**src/include/ntt_gf64_ntw_macro.svh**
```systemverilog
/*
  Geometry of the hardwired networks between butterfly columns.
  From a cut number the macro derives the radix of a local group,
  the number of lanes that are interleaved per group and the number
  of independent groups in the vector.
*/
`ifndef NTT_GF64_NTW_MACRO_SVH
`define NTT_GF64_NTW_MACRO_SVH

// R_L   : radix of the local transpose
// L_NB  : stride of the transpose, grows by R with each cut
// WB_NB : independent groups over the full vector
`define NTT_GF64_NTW_LOCALPARAM(CUT_ID, RDX, N_ELT) \
  localparam int R_L   = RDX; \
  localparam int L_NB  = RDX ** (CUT_ID); \
  localparam int WB_NB = (N_ELT) / (RDX * (RDX ** (CUT_ID)));

`endif

```
**src/verilog/ntt_gf64_pkg.sv**
```systemverilog
/*
  Shared constants and types of the 8-point Goldilocks NTT.
  Field modulus, transform geometry, twiddle root exponent,
  element and vector types, and the control group that travels
  with every vector.
*/
package ntt_gf64_pkg;

  // ------------------------------------------------------------------
  // Field
  // ------------------------------------------------------------------
  // Goldilocks prime 2^64 - 2^32 + 1
  localparam logic [63:0] MOD_P = 64'hFFFF_FFFF_0000_0001;
  localparam int          OP_W  = 64;

  // ------------------------------------------------------------------
  // Transform geometry
  // ------------------------------------------------------------------
  localparam int N     = 8;
  localparam int R     = 2;
  // Butterflies per column
  localparam int PSI   = N / R;
  localparam int N_COL = 3;

  // 2^24 is a primitive 8th root of unity mod p
  localparam int ROOT_EXP = 24;
  // Twiddle shift width, largest exponent used is 3*ROOT_EXP
  localparam int SHIFT_W  = 7;

  // ------------------------------------------------------------------
  // Types
  // ------------------------------------------------------------------
  localparam int BATCH_ID_W = 4;

  typedef logic [OP_W-1:0] elem_t;

  // Lane 0 in the low bits
  typedef elem_t [N-1:0] vec_t;

  // Framing flags and batch tag
  typedef struct packed {
    logic                  sob;
    logic                  eob;
    logic                  sol;
    logic                  eol;
    logic [BATCH_ID_W-1:0] batch_id;
  } ctrl_t;

endpackage

```
**src/verilog/gf64_mod_add_sub.sv**
```systemverilog
/*
  Modular sum and difference of two reduced Goldilocks elements.
  One register stage on both results.
*/
`timescale 1ns/1ps

module gf64_mod_add_sub
  import ntt_gf64_pkg::*;
(
  input  logic  clk,
  input  elem_t a,
  input  elem_t b,
  output elem_t sum,
  output elem_t diff
);

  // ------------------------------------------------------------------
  // Combinational add and subtract
  // ------------------------------------------------------------------
  // One spare bit for carry and borrow
  logic [OP_W:0] sum_full;
  logic [OP_W:0] diff_full;
  logic [OP_W:0] sum_red;
  logic [OP_W:0] diff_red;

  assign sum_full  = {1'b0, a} + {1'b0, b};
  assign diff_full = {1'b0, a} - {1'b0, b};

  // Sum of two reduced values is below 2p
  assign sum_red = (sum_full >= {1'b0, MOD_P}) ? sum_full - {1'b0, MOD_P}
                                               : sum_full;

  // Borrow out in the top bit, add p back
  assign diff_red = diff_full[OP_W] ? diff_full + {1'b0, MOD_P}
                                    : diff_full;

  // ------------------------------------------------------------------
  // Output register
  // ------------------------------------------------------------------
  always_ff @(posedge clk) begin
    sum  <= sum_red[OP_W-1:0];
    diff <= diff_red[OP_W-1:0];
  end

endmodule

```
**src/verilog/gf64_pow2_mult.sv**
```systemverilog
/*
  Multiply of a reduced Goldilocks element by 2^shift.
  Shift, split into 32-bit limbs, fold with 2^64 = 2^32 - 1 and
  2^96 = -1, then a short chain of conditional subtractions.
  One register stage on the result.
*/
`timescale 1ns/1ps

module gf64_pow2_mult
  import ntt_gf64_pkg::*;
(
  input  logic               clk,
  input  elem_t              x,
  input  logic [SHIFT_W-1:0] shift,
  output elem_t              y
);

  // Wide enough for x * 2^95
  localparam int PROD_W = 160;
  // Folded value stays below 8p
  localparam int ACC_W  = 67;

  localparam logic [ACC_W-1:0] P1 = ACC_W'(MOD_P);
  localparam logic [ACC_W-1:0] P2 = ACC_W'(MOD_P) << 1;
  localparam logic [ACC_W-1:0] P4 = ACC_W'(MOD_P) << 2;

  logic [PROD_W-1:0] prod;
  logic [31:0]       l0, l1, l2, l3, l4;
  logic [ACC_W-1:0]  pos;
  logic [ACC_W-1:0]  neg;
  logic [ACC_W-1:0]  acc;
  logic [ACC_W-1:0]  red4;
  logic [ACC_W-1:0]  red2;
  logic [ACC_W-1:0]  red1;

  // ------------------------------------------------------------------
  // Shift and limb split
  // ------------------------------------------------------------------
  assign prod = {{(PROD_W-OP_W){1'b0}}, x} << shift;

  assign l0 = prod[31:0];
  assign l1 = prod[63:32];
  assign l2 = prod[95:64];
  assign l3 = prod[127:96];
  assign l4 = prod[159:128];

  // ------------------------------------------------------------------
  // Fold
  // ------------------------------------------------------------------
  // l2*2^64 -> l2*2^32 - l2
  // l3*2^96 -> -l3
  // l4*2^128 -> -l4*2^32
  assign pos = ACC_W'(l0) + ((ACC_W'(l1) + ACC_W'(l2)) << 32);
  assign neg = ACC_W'(l2) + ACC_W'(l3) + (ACC_W'(l4) << 32);

  // neg is below 2p, so the offset keeps acc positive
  assign acc = pos + P2 - neg;

  // Binary chain of corrections, acc < 8p
  assign red4 = (acc  >= P4) ? acc  - P4 : acc;
  assign red2 = (red4 >= P2) ? red4 - P2 : red4;
  assign red1 = (red2 >= P1) ? red2 - P1 : red2;

  // ------------------------------------------------------------------
  // Output register
  // ------------------------------------------------------------------
  always_ff @(posedge clk) begin
    y <= red1[OP_W-1:0];
  end

endmodule

```
**src/verilog/ntt_gf64_rdx2_col.sv**
```systemverilog
/*
  One column of four radix-2 DIF butterflies.
  Butterfly b works on lanes 2b and 2b+1: sum on the upper lane,
  difference times the column twiddle on the lower lane.
  Two cycles of latency, avail and ctrl delayed to match.
*/
`timescale 1ns/1ps

module ntt_gf64_rdx2_col
  import ntt_gf64_pkg::*;
#(
  parameter int COL_ID = 0
)
(
  input  logic  clk,
  input  logic  s_rst_n,
  input  vec_t  in_data,
  input  logic  in_avail,
  input  ctrl_t in_ctrl,
  output vec_t  out_data,
  output logic  out_avail,
  output ctrl_t out_ctrl
);

  // ------------------------------------------------------------------
  // Twiddle exponents
  // ------------------------------------------------------------------
  // Column 0 pair index holds the 2-bit reversed input row,
  // column 1 has the odd/even bit of the row on bit 1,
  // last column needs no twiddle
  function automatic logic [SHIFT_W-1:0] tw_exp(input int col, input int bfly);
    int row;
    row = ((bfly & 1) << 1) | ((bfly >> 1) & 1);
    case (col)
      0:       return SHIFT_W'(ROOT_EXP * row);
      1:       return SHIFT_W'(2 * ROOT_EXP * ((bfly >> 1) & 1));
      default: return '0;
    endcase
  endfunction

  vec_t as_data;
  logic avail_q1;
  logic avail_q2;
  ctrl_t ctrl_q1;
  ctrl_t ctrl_q2;

  // ------------------------------------------------------------------
  // Butterflies
  // ------------------------------------------------------------------
  for (genvar b = 0; b < PSI; b++) begin : gen_bfly
    gf64_mod_add_sub u_add_sub (
      .clk  (clk),
      .a    (in_data[R*b]),
      .b    (in_data[R*b+1]),
      .sum  (as_data[R*b]),
      .diff (as_data[R*b+1])
    );

    // Unit shift on the sum lane keeps both lanes aligned
    gf64_pow2_mult u_mult_up (
      .clk   (clk),
      .x     (as_data[R*b]),
      .shift ('0),
      .y     (out_data[R*b])
    );

    gf64_pow2_mult u_mult_lo (
      .clk   (clk),
      .x     (as_data[R*b+1]),
      .shift (tw_exp(COL_ID, b)),
      .y     (out_data[R*b+1])
    );
  end

  // ------------------------------------------------------------------
  // Side band delay
  // ------------------------------------------------------------------
  always_ff @(posedge clk) begin
    if (!s_rst_n) begin
      avail_q1 <= 1'b0;
      avail_q2 <= 1'b0;
    end else begin
      avail_q1 <= in_avail;
      avail_q2 <= avail_q1;
    end
  end

  always_ff @(posedge clk) begin
    ctrl_q1 <= in_ctrl;
    ctrl_q2 <= ctrl_q1;
  end

  assign out_avail = avail_q2;
  assign out_ctrl  = ctrl_q2;

endmodule
```
**config.mk**
```make
export PLATFORM = sky130hd
export DESIGN_NAME = ntt_gf64_rdx2_col
export DESIGN_NICKNAME = d
export VERILOG_FILES = /design/src/include/ntt_gf64_ntw_macro.svh /design/src/verilog/ntt_gf64_pkg.sv /design/src/verilog/gf64_mod_add_sub.sv /design/src/verilog/gf64_pow2_mult.sv /design/src/verilog/ntt_gf64_rdx2_col.sv
export SDC_FILE = /design/constraint.sdc
export NUM_CORES = 2
export LEC_CHECK = 0
export BUFFER_PORTS_ARGS = -buffer_cell sky130_fd_sc_hd__buf_2
export CORE_UTILIZATION = 39
export CTS_BUF_LIST = sky130_fd_sc_hd__clkbuf_4 sky130_fd_sc_hd__clkbuf_8 sky130_fd_sc_hd__clkbuf_16
export DETAILED_ROUTE_END_ITERATION = 16
export SLEW_MARGIN = 10
export SYNTH_ARGS = -nofsm -noshare
export SYNTH_HDL_FRONTEND = slang
export SYNTH_SLANG_ARGS = --single-unit
```
**constraint.sdc**
```tcl
create_clock -name clk -period 15.2 [get_ports clk]
set_input_delay 1.52 -clock clk [delete_from_list [all_inputs] [get_ports clk]]
set_output_delay 1.52 -clock clk [all_outputs]
set_load 0.03 [all_outputs]
```
==> results_dict.tcl <==
set metrics [dict create \
    synth-edff-count 0 \
    crit_start "gen_bfly[1].u_add_sub.diff[18]" \
    synth.most_common_cell "nor2_1" \
    drc_errors 0 \
    synth_seq_cells 1042 \
    synthDistinctLibCells 129 \
    die_area_um2 267000 \
    yosys-top-cells-count "1660 x nor2_1, 1431 x xnor2_1, 1158 x nand2_1" \
    cts_sinks 1042 \
    worst_pin_slew_ns 1.29 \
    initial_core_util_pct 39.3 \
    overflow 0 \
    hold_violations 0 \
    crit_cells 41 \
    regArea_um2 20900 \
    min_period_ns 12.86 \
    io_pins 1044 \
    hold_path.class "register to register" \
    crit_path_end_kind "register" \
    vias 105000 \
    syn2layout_area_growth_pct 12.9 \
    yosys-top-cells-area "dfxtp_1 20%, xnor2_1 12%, ha_1 8.4%" \
    viasPerCell 5.66 \
    fin_area_um2 117000 \
    max_freq_mhz 77.7 \
    cts_hold_buf 0 \
    path_delay_family "simple AND/OR/NAND/NOR gates" \
    dp.cells 18200 \
    postCtsSetupBuffers 0 \
    grt_first_pass_wirelength_mm 577 \
    wl_mm 389 \
    drive_above_1_share_pct 11.4 \
    num-nets-final 16100 \
    wl_per_cell_um 21.1 \
    port_buffers 1043 \
    synth_top_cell_area_share_pct 20.2 \
    rsz0062_at_grt "no" \
    first_global_vias 94600 \
    placed_area_um2 112000 \
    die_h_um 517 \
    clk_latency_ns 0.83 \
    finalCritPeriodShare_pct 84.6 \
    worstSetupPathType "register to register" \
    yosys.area.top_type "dfxtp_1" \
    hpwlAfterDp_mm 327 \
    synthFlopType "dfxtp_1" \
    setup_viol 0 \
    maxSlewViolCount 0 \
    antenna_left 0 \
    clockBufferDepth 4 \
    final_util_pct 44.4 \
    async_flop_share_pct 0 \
    skew_ns 0.0461 \
    final.setup.tns_ns 0 \
    grt.total_usage_pct 27.6 \
    root_buffer "clkbuf_16" \
    cts_resized 0 \
    status "finished, final reports clean" \
    drtPass1Iterations 8 \
    slew_headroom_pct 11.6 \
    cts_max_level 4 \
    cts_tree "yes" \
    critPathSlowestCell "nor4b_2" \
    critPathMaxFanout 20 \
    avgSynthCellArea_um2 7.37 \
    p_leak_uw 0.0462 \
    reg2regPathDepth 41 \
    cpPeakStageDelay_ns 0.82 \
    syn-num-nets 15300 \
    syn_area_um2 103000 \
    path_clk_slew_ns 0.06 \
    drtIter0Drc 9620 \
    worstPathRequired_ns 15.93 \
    ys_seq_area_share_pct 20.2 \
    worstSetupEndpoint "gen_bfly[1].u_mult_lo.y[17]" \
    yosysWarnings 0 \
    gp_congestion 0.991 \
    power_uw 19600 \
    cpMostUsedCell "ha_1" \
    num_rows 188 \
    cap_violations 0 \
    critPathArrivalTime_ns 13.59 \
    grt_max_degree 54 \
    ir_worst_vdd_v 0.000181 \
    worstSetupStartpointType "register" \
    antenna_found_initial 47 \
    multi_input_area_um2 77700 \
    coreArea_um2 263000 \
    r2r_end "gen_bfly[1].u_mult_lo.y[17]" \
    nFillCells 27500 \
    cts_buffers 135 \
    netlist_instances 14000 \
    instances_no_fill 18500 \
    crit_buf_inv 4 \
    r2r_start "gen_bfly[1].u_add_sub.diff[18]" \
    power_density_nw_per_um2 168 \
    rrSetupSlack_ns 2.34 \
    die_x_um 517 \
]
## cells in the final DEF, fill, tap and decap left out, types with 137 or more instances in the layout
cell / synthesis / final
nand2_1: 1158 / 1158
inv_1: 808 / 808
buf_2: 40 / 1043
nor3_1: 577 / 575
ha_1: 693 / 693
a21o_1: 164 / 164
xnor2_1: 1431 / 1431
nand3_1: 515 / 515
o21bai_1: 169 / 169
dfxtp_1: 1042 / 1042
or3_1: 233 / 233
o21ai_0: 420 / 420
nand4_1: 234 / 234
nand2b_1: 156 / 156
nor2b_1: 147 / 147
or2_2: 137 / 137
nor4_1: 281 / 277
clkbuf_16: 0 / 140
nor2_1: 1660 / 1660
and3_1: 208 / 208
a31oi_1: 143 / 143
xor2_1: 743 / 743
and2_1: 178 / 178
a21oi_1: 781 / 781
## power by group
group	switching, uW	total [uW]	internal, uW
clock network	1360	3420	2060
logic	7730	11800	4070
registers	788	4370	3580
## stage by stage
| step | setup WS [ns] | hold WS, ns |
|---|---|---|
| after global routing | 1.44 | 0.299 |
| after CTS | 2.51 | 0.299 |
| final | 2.34 | 0.302 |
| after detailed placement | 2.59 | 0.315 |
| after floorplan | 4.72 | 0.310 |
| after global placement | 2.66 | 0.310 |
## flip-flops by register name (all words and copies together), names as in the netlist
name / cells
gen_bfly.u_mult_up.y: 256
gen_bfly.u_add_sub.sum: 256
ctrl_q1: 8
gen_bfly.u_mult_lo.y: 256
gen_bfly.u_add_sub.diff: 256
out_avail: 1
out_ctrl: 8
avail_q1: 1
## worst min path at each step
stage                        endpoint  slack, ns  cells after the start  startpoint
after floorplan           out_ctrl[0]       0.31                      0  ctrl_q1[0]
after global placement    out_ctrl[0]       0.31                      0  ctrl_q1[0]
after detailed placement  out_ctrl[5]       0.31                      0  ctrl_q1[5]
after CTS                 out_ctrl[3]       0.30                      0  ctrl_q1[3]
after global routing      out_ctrl[3]       0.30                      0  ctrl_q1[3]
final                     out_ctrl[3]       0.30                      0  ctrl_q1[3]
## metal layers
metal  vias to the layer above  GRT usage [%]  share of wire (%)
met5                         -              0              0.050
li1                      51200              -                  -
met3                       539           4.64                8.2
met4                        32           8.74                3.4
met1                     49100           38.7                 46
met2                      3830           42.6                 43
## cell families after synthesis
kind of cell               after synthesis  synth area share (%)
buffers and inverters                 1270                  4.70
adders and majority gates              708                  8.68
xor gates and xnor gates              2176                  18.5
and+or+nand+nor                       5977                  29.2
DFF                                   1042                  20.2
AOI/OAI and AO/OA                     2752                  17.8
muxes                                   97                 0.973
## area by class of cell
class / instances / area share (%)
Tap cell: 3515 / 3.77
Sequential cell: 1042 / 17.9
Timing Repair Buffer: 1134 / 5.06
Multi-Input combinational cell: 11700 / 66.6
Antenna cell: 15 / 0.0322
Clock buffer: 173 / 3.31
Inverter: 816 / 2.62
Clock inverter: 69 / 0.739
Power figures use the tool's default switching activity.
