==> src/include/ntt_gf64_ntw_macro.svh <==
/*
  Geometry of the hardwired networks between butterfly columns.
  From a cut number the macro derives the radix of a local group,
  the number of lanes that are interleaved per group and the number
  of independent groups in the vector.
*/
`ifndef NTT_GF64_NTW_MACRO_SVH
`define NTT_GF64_NTW_MACRO_SVH

// R_L   : radix of the local transpose
// L_NB  : stride of the transpose, grows by R with each cut
// WB_NB : independent groups over the full vector
`define NTT_GF64_NTW_LOCALPARAM(CUT_ID, RDX, N_ELT) \
  localparam int R_L   = RDX; \
  localparam int L_NB  = RDX ** (CUT_ID); \
  localparam int WB_NB = (N_ELT) / (RDX * (RDX ** (CUT_ID)));

`endif

==> src/verilog/ntt_gf64_pkg.sv <==
/*
  Shared constants and types of the 8-point Goldilocks NTT.
  Field modulus, transform geometry, twiddle root exponent,
  element and vector types, and the control group that travels
  with every vector.
*/
package ntt_gf64_pkg;

  // ------------------------------------------------------------------
  // Field
  // ------------------------------------------------------------------
  // Goldilocks prime 2^64 - 2^32 + 1
  localparam logic [63:0] MOD_P = 64'hFFFF_FFFF_0000_0001;
  localparam int          OP_W  = 64;

  // ------------------------------------------------------------------
  // Transform geometry
  // ------------------------------------------------------------------
  localparam int N     = 8;
  localparam int R     = 2;
  // Butterflies per column
  localparam int PSI   = N / R;
  localparam int N_COL = 3;

  // 2^24 is a primitive 8th root of unity mod p
  localparam int ROOT_EXP = 24;
  // Twiddle shift width, largest exponent used is 3*ROOT_EXP
  localparam int SHIFT_W  = 7;

  // ------------------------------------------------------------------
  // Types
  // ------------------------------------------------------------------
  localparam int BATCH_ID_W = 4;

  typedef logic [OP_W-1:0] elem_t;

  // Lane 0 in the low bits
  typedef elem_t [N-1:0] vec_t;

  // Framing flags and batch tag
  typedef struct packed {
    logic                  sob;
    logic                  eob;
    logic                  sol;
    logic                  eol;
    logic [BATCH_ID_W-1:0] batch_id;
  } ctrl_t;

endpackage

==> src/verilog/ntt_gf64_ntw_cst.sv <==
/*
  Hardwired network between two butterfly columns.
  Transposes each group of R_L x L_NB lanes so that the next
  column finds its butterfly partners on adjacent lanes.
  Optional register stages before and after the wiring.
*/
`timescale 1ns/1ps

`include "ntt_gf64_ntw_macro.svh"

module ntt_gf64_ntw_cst
  import ntt_gf64_pkg::*;
#(
  // Column that precedes this network plus one
  parameter int RDX_CUT_ID = 1,
  parameter bit IN_PIPE    = 1'b0,
  parameter bit OUT_PIPE   = 1'b1
)
(
  input  logic  clk,
  input  logic  s_rst_n,
  input  vec_t  in_data,
  input  logic  in_avail,
  input  ctrl_t in_ctrl,
  output vec_t  out_data,
  output logic  out_avail,
  output ctrl_t out_ctrl
);

  `NTT_GF64_NTW_LOCALPARAM(RDX_CUT_ID, R, N)

  vec_t  s0_data;
  logic  s0_avail;
  ctrl_t s0_ctrl;

  // ------------------------------------------------------------------
  // Input stage
  // ------------------------------------------------------------------
  if (IN_PIPE) begin : gen_in_pipe
    always_ff @(posedge clk) begin
      if (!s_rst_n) s0_avail <= 1'b0;
      else          s0_avail <= in_avail;
    end

    always_ff @(posedge clk) begin
      s0_data <= in_data;
      s0_ctrl <= in_ctrl;
    end
  end else begin : gen_in_wire
    assign s0_data  = in_data;
    assign s0_avail = in_avail;
    assign s0_ctrl  = in_ctrl;
  end

  // ------------------------------------------------------------------
  // Transpose
  // ------------------------------------------------------------------
  // Group view [wb][r][l] in, [wb][l][r] out
  elem_t [WB_NB-1:0][R_L-1:0][L_NB-1:0] s0_grp;
  elem_t [WB_NB-1:0][L_NB-1:0][R_L-1:0] s0_disp;

  assign s0_grp = s0_data;

  always_comb begin
    for (int w = 0; w < WB_NB; w++)
      for (int l = 0; l < L_NB; l++)
        for (int r = 0; r < R_L; r++)
          s0_disp[w][l][r] = s0_grp[w][r][l];
  end

  // ------------------------------------------------------------------
  // Output stage
  // ------------------------------------------------------------------
  if (OUT_PIPE) begin : gen_out_pipe
    always_ff @(posedge clk) begin
      if (!s_rst_n) out_avail <= 1'b0;
      else          out_avail <= s0_avail;
    end

    always_ff @(posedge clk) begin
      out_data <= s0_disp;
      out_ctrl <= s0_ctrl;
    end
  end else begin : gen_out_wire
    assign out_data  = s0_disp;
    assign out_avail = s0_avail;
    assign out_ctrl  = s0_ctrl;
  end

endmodule

==> config.mk <==
export PLATFORM = sky130hd
export DESIGN_NAME = ntt_gf64_ntw_cst
export DESIGN_NICKNAME = d
export VERILOG_FILES = /design/src/verilog/ntt_gf64_pkg.sv /design/src/verilog/ntt_gf64_ntw_cst.sv
export VERILOG_INCLUDE_DIRS = /design/src /design/src/include
export SDC_FILE = /design/constraint.sdc
export NUM_CORES = 1
export LEC_CHECK = 0
export ABC_AREA = 1
export BUFFER_PORTS_ARGS = -buffer_cell sky130_fd_sc_hd__buf_2
export CAP_MARGIN = 10
export CELL_PAD_IN_SITES_DETAIL_PLACEMENT = 0
export CELL_PAD_IN_SITES_GLOBAL_PLACEMENT = 1
export CORE_AREA = 5 5 398 400
export DETAILED_ROUTE_END_ITERATION = 8
export DIE_AREA = 0 0 403 405
export GPL_TIMING_DRIVEN = 0
export PLACE_DENSITY_LB_ADDON = 0.1
export SLEW_MARGIN = 20
export SYNTH_ARGS = -nofsm -noshare
export SYNTH_HDL_FRONTEND = slang
export SYNTH_SLANG_ARGS = --single-unit
==> constraint.sdc <==
create_clock -name clk -period 0.8 [get_ports clk]
set_input_delay 0.16 -clock clk [delete_from_list [all_inputs] [get_ports clk]]
set_output_delay 0.16 -clock clk [all_outputs]
set_load 0.02 [all_outputs]
==> results.json, run 1 <==
{
  "syn_area_mm2": 0.01044,
  "numCtsBuffers": 72,
  "io_buffers": 1043,
  "synth-seq-area-share_pct": 99.93,
  "finalHoldViolCount": 0,
  "synth_top_area_share_pct": 99.93,
  "gp_congestion": 0.7951,
  "initial_core_util_pct": 6.737,
  "clk_pin_slew_ns": 0.06,
  "cts_tree": "done",
  "worstPathCellList": "buf_6",
  "fin_crit_sh_pct": 160.7,
  "postCtsSetupBuffers": 0,
  "io_pins": 1044,
  "cp-start-kind": "flip-flop",
  "grt_pass1_wl_um": 94160,
  "rsz0062_at_grt": "yes",
  "holdWs_ns": 0.1582,
  "synth_area_leaders": "dfxtp_1 (100%), inv_1 (0.036%), nand2_1 (0.036%)",
  "finalWorstSetupSlack_ns": -0.4859,
  "postRouteAntennaNets": 0,
  "drc": 0,
  "grt_usage_pct": 8.342,
  "min_path_cells": 2,
  "endpoint_kind": "output pin",
  "postSynthAreaPerCell_um2": 19.96,
  "clkSinkCount": 521,
  "worst_pin_slew_ns": 0.2808,
  "path_buf_inv": 1,
  "cts.path.max_buffers": 3,
  "slew_headroom_pct": 81.23,
  "clock-root-buffer": "clkbuf_16",
  "p_per_area_mw_per_mm2": 2322,
  "synth.ff_latch_count": 521,
  "wire_per_inst_um": 16.70,
  "die_area_mm2": 0.1632,
  "cpLargestDelayFamily": "flip-flops",
  "violations": "setup timing",
  "area_growth_pct": 185.4,
  "ys_types": 3,
  "grt_max_degree": 12,
  "num_vias": 10560,
  "layout-drive-gt1-share_pct": 75.55,
  "cp.arrival_ns": 1.13,
  "grt.overflow.total": 0,
  "setup_viol": 521,
  "die_w_um": 403,
  "wl_um": 71460,
  "first_global_vias": 12090,
  "path_max_fanout": 1,
  "crit_type": "reg2out",
  "synth_nets": 1046,
  "drv_slew": 0,
  "routed_via_density": 2.468,
  "p_leak_nw": 12.94,
  "cp_num_cells": 1,
  "rows": 145,
  "hold_class": "in2reg",
  "drtIter0Drc": 298,
  "ys_warn_count": 0,
  "outcome": "finished, violations left",
  "max_freq_mhz": 777.7,
  "post-dp-hpwl_um": 58290,
  "core_area_mm2": 0.1549,
  "slowest_stage": "dfxtp_4",
  "cp_data_required_time_ns": 0.64,
  "first_pass_iters": 4,
  "cp_slowest_stage_delay_ns": 0.37,
  "ir_drop_uv": 1480,
  "netlist_instances": 523,
  "fp.dieH_um": 405,
  "min_period_ns": 1.286,
  "synth_top_area_cell": "dfxtp_1",
  "maxCapViolCount": 0,
  "nets": 2685,
  "h-tree-depth": 3,
  "fin_total_pwr_mw": 69.17,
  "grt_antenna_before_repair": 12
}
-- routing by layer --
layer / global-route usage (%) / vias to the layer above / share of wire (%)
met1: 7.951 / 4936 / 33
met5: 0 / - / 0.049
li1: - / 4941 / -
met3: 3.519 / 128 / 8.9
met4: 3.880 / 6 / 4.4
met2: 15.47 / 548 / 54
-- cells in the mapped netlist (all sizes together) --
master / count
dfxtp: 521
nand2: 1
inv: 1
-- layout by cell type (no fill, tap or decap) --
| cell type | n |
|---|---|
| buf_6 | 515 |
| clkinv_4 | 1 |
| clkbuf_1 | 17 |
| clkinv_2 | 4 |
| bufinv_16 | 4 |
| clkinv_8 | 1 |
| dfxtp_2 | 503 |
| dfxtp_4 | 18 |
| buf_2 | 522 |
| inv_1 | 1 |
| clkbuf_8 | 15 |
| nand2_1 | 1 |
| inv_6 | 6 |
| diode_2 | 8 |
| clkinvlp_4 | 5 |
| buf_8 | 6 |
| clkbuf_16 | 72 |
| dlygate4sd3_1 | 522 |
-- repair_timing --
action / 4_1_cts / 5_1_grt
endpoints found under the hold margin: 521 / 0
gates resized for setup: 1586 / 1
pin swaps: 0 / 0
setup endpoints to repair: 521 / 521
hold buffers: 522 / 0
-- worst paths after layout --
check,slack (ns),startpoint,to
worst min-delay path,0.16,in_data[186],out_data[122]$_DFF_P_
worst max-delay path,-0.49,out_data[36]$_DFF_P_,out_data[36]
-- state kept, by name, summed over array words and instances (netlist names) --
name       count
out_avail      1
out_ctrl       8
out_data     512
-- area by class of cell --
cell class | instances | area (um^2)
sequential | 521 | 11130
clock inverter | 21 | 255.2
timing repair buffer | 1565 | 13730
clock buffer | 104 | 2072
antenna | 8 | 20.02
tap | 2058 | 2575
fill | 17030 | 125200
multi-input combinational | 1 | 3.754
inverter | 1 | 3.754
-- cells by family after synthesis --
kind of cell	share of synthesized area, %
buffers and inverters	0.03593
AND/OR/NAND/NOR	0.03593
flip-flops	99.93
-- power by group --
group,internal (mW),switching [mW]
Sequential,27.6,0.724
Clock,19.3,12.7
Combinational,5.09,3.73
-- metrics by stage --
step,utilization [%],cells,TNS [ns],instance area (um^2),worst slack (ns)
finish,19.22,4279,-217.85,29780,-0.4859
global route,19.21,4272,-271.12,29770,-0.5969
CTS,19.21,4271,-273.64,29760,-0.6072
detailed placement,11.77,3624,-0.05333,18230,-0.02055
global placement,11.77,3624,-0.1309,18230,-0.03645
floorplan,-,523,0,10440,0.2449
Power figures use the tool's default switching activity.
==> run 2: changes to the inputs <==
--- a/config.mk
+++ b/config.mk
@@ -11,9 +11,9 @@
 export CAP_MARGIN = 10
 export CELL_PAD_IN_SITES_DETAIL_PLACEMENT = 0
 export CELL_PAD_IN_SITES_GLOBAL_PLACEMENT = 1
-export CORE_AREA = 5 5 398 400
+export CORE_AREA = 2 2 407 409
 export DETAILED_ROUTE_END_ITERATION = 8
-export DIE_AREA = 0 0 403 405
+export DIE_AREA = 0 0 409 411
 export GPL_TIMING_DRIVEN = 0
 export PLACE_DENSITY_LB_ADDON = 0.1
 export SLEW_MARGIN = 20
==> results.json, run 2 (synthesis results as in run 1) <==
{
  "layout_common_cells": "dlygate4sd3_1 (522), buf_2 (522), dfxtp_2 (508), buf_6 (497), clkbuf_16 (76)",
  "grt_antenna_before_repair": 46,
  "p_per_area_mw_per_mm2": 2353,
  "num_vias": 10740,
  "fp.dieH_um": 411,
  "grt.overflow.total": 0,
  "p_leak_nw": 13.07,
  "io_buffers": 1043,
  "h-tree-depth": 3,
  "hp-start": "in_data[154]",
  "area_growth_pct": 189.6,
  "wl_um": 75100,
  "path_buf_inv": 1,
  "slew_headroom_pct": 86.94,
  "nets": 2686,
  "cp.arrival_ns": 1.16,
  "worstPathCellList": "buf_6",
  "routed_via_density": 2.425,
  "io_pins": 1044,
  "slowest_stage": "dfxtp_4",
  "cts.path.max_buffers": 3,
  "cp_data_required_time_ns": 0.64,
  "postCtsSetupBuffers": 0,
  "cp-start-kind": "flip-flop",
  "layout.cells.non_filler": 4429,
  "core_area_mm2": 0.1639,
  "path_max_fanout": 1,
  "initial_core_util_pct": 6.369,
  "die_area_mm2": 0.1681,
  "setup_viol": 521,
  "first_global_vias": 12270,
  "maxCapViolCount": 0,
  "seq_area_mm2": 0.01111,
  "violations": "setup timing",
  "fin_total_pwr_mw": 71.13,
  "rows": 149,
  "dp_cells": 3755,
  "rsz0062_at_grt": "yes",
  "clk_pin_slew_ns": 0.06,
  "gp_congestion": 0.8143,
  "wire_per_inst_um": 16.96,
  "largest-register": "out_data",
  "dpl_worst_slack_ns": -0.06124,
  "drv_slew": 0,
  "die_w_um": 409,
  "postRouteAntennaNets": 0,
  "reg_top3": "out_data (512), out_ctrl (8), out_avail (1)",
  "layout-drive-gt1-share_pct": 75.90,
  "grt_max_degree": 12,
  "largest_reg_flops": 512,
  "num-fill-cells": 17950,
  "finalWorstSetupSlack_ns": -0.5206,
  "finalHoldViolCount": 0,
  "ir_drop_uv": 1509,
  "grt_pass1_wl_um": 98300,
  "cp_slowest_stage_delay_ns": 0.38,
  "outcome": "finished, violations left",
  "cpLargestDelayFamily": "flip-flops",
  "drtIter0Drc": 135,
  "placed_cell_area_mm2": 0.01840,
  "critPathLaunch": "out_data[298]$_DFF_P_",
  "clock-root-buffer": "clkbuf_16",
  "min_period_ns": 1.321,
  "worst_pin_slew_ns": 0.1952,
  "cts_tree": "done",
  "drc": 0,
  "grt_usage_pct": 8.660,
  "clkSinkCount": 521,
  "crit_type": "reg2out",
  "first_pass_iters": 4,
  "max_freq_mhz": 757.2,
  "fin_crit_sh_pct": 165.1,
  "endpoint_kind": "output pin",
  "numCtsBuffers": 73,
  "post-dp-hpwl_um": 61820,
  "hold_class": "in2reg",
  "multi_input_area_um2": 3.754,
  "final_area_mm2": 0.03023
}
-- run 2: cell types whose count changed in the layout (fill, tap and decap cells not counted), moves of 2 or more --
| cell | before | now |
|---|---|---|
| clkbuf_16 | 72 | 76 |
| clkinvlp_4 | 5 | 1 |
| clkbuf_8 | 15 | 20 |
| buf_6 | 515 | 497 |
| clkinv_8 | 1 | 3 |
| clkinv_4 | 1 | 3 |
| clkbuf_1 | 17 | 10 |
| inv_6 | 6 | 0 |
| dfxtp_2 | 503 | 508 |
| dfxtp_4 | 18 | 13 |
| buf_8 | 6 | 24 |
| clkinv_2 | 4 | 9 |
| diode_2 | 8 | 24 |
-- run 2: area by class of cell --
| type | count | share of cell area [%] |
|---|---|---|
| clock inverters | 22 | 0.9851 |
| clock buffers | 106 | 7.326 |
| repair buffers | 1565 | 45.64 |
| diodes | 24 | 0.1987 |
| well taps | 2189 | 9.061 |
| multi-input cells | 1 | 0.01242 |
| flip-flops and latches | 521 | 36.77 |
| inverters | 1 | 0.01242 |
-- run 2: timing repair --
action / in CTS / in global routing
setup endpoints to repair: 521 / 521
gates resized for setup: 1594 / 6
pin swaps: 0 / 0
hold buffers: 522 / 0
endpoints found under the hold margin: 521 / 0
-- run 2: power breakdown --
group / internal [mW] / switching, mW
clock network: 20.8 / 13.0
registers: 27.6 / 0.741
logic: 5.12 / 3.80
-- run 2: layer usage --
layer,up-vias,routed length (um),global-route usage (%)
met5,-,266,0
met4,40,2476,3.321
met3,142,7095,4.324
met2,616,38630,15.44
met1,4971,26630,8.552
li1,4973,-,-
-- run 2: final timing paths --
check / end / depth (start not counted)
worst max-delay path: out_data[298] / 1
worst min-delay path: out_data[90]$_DFF_P_ / 2
-- run 2: metrics by stage --
| stage | TNS (ns) | util (%) | hold WS, ns |
|---|---|---|---|
| after global placement | -0.1843 | 11.23 | 0.2621 |
| after floorplan | 0 | - | 0.1877 |
| after CTS | -293.66 | 18.40 | 0.02800 |
| final | -235.01 | 18.45 | 0.1373 |
| after detailed placement | -0.1472 | 11.23 | 0.2636 |
| after global routing | -289.54 | 18.44 | 0.05826 |
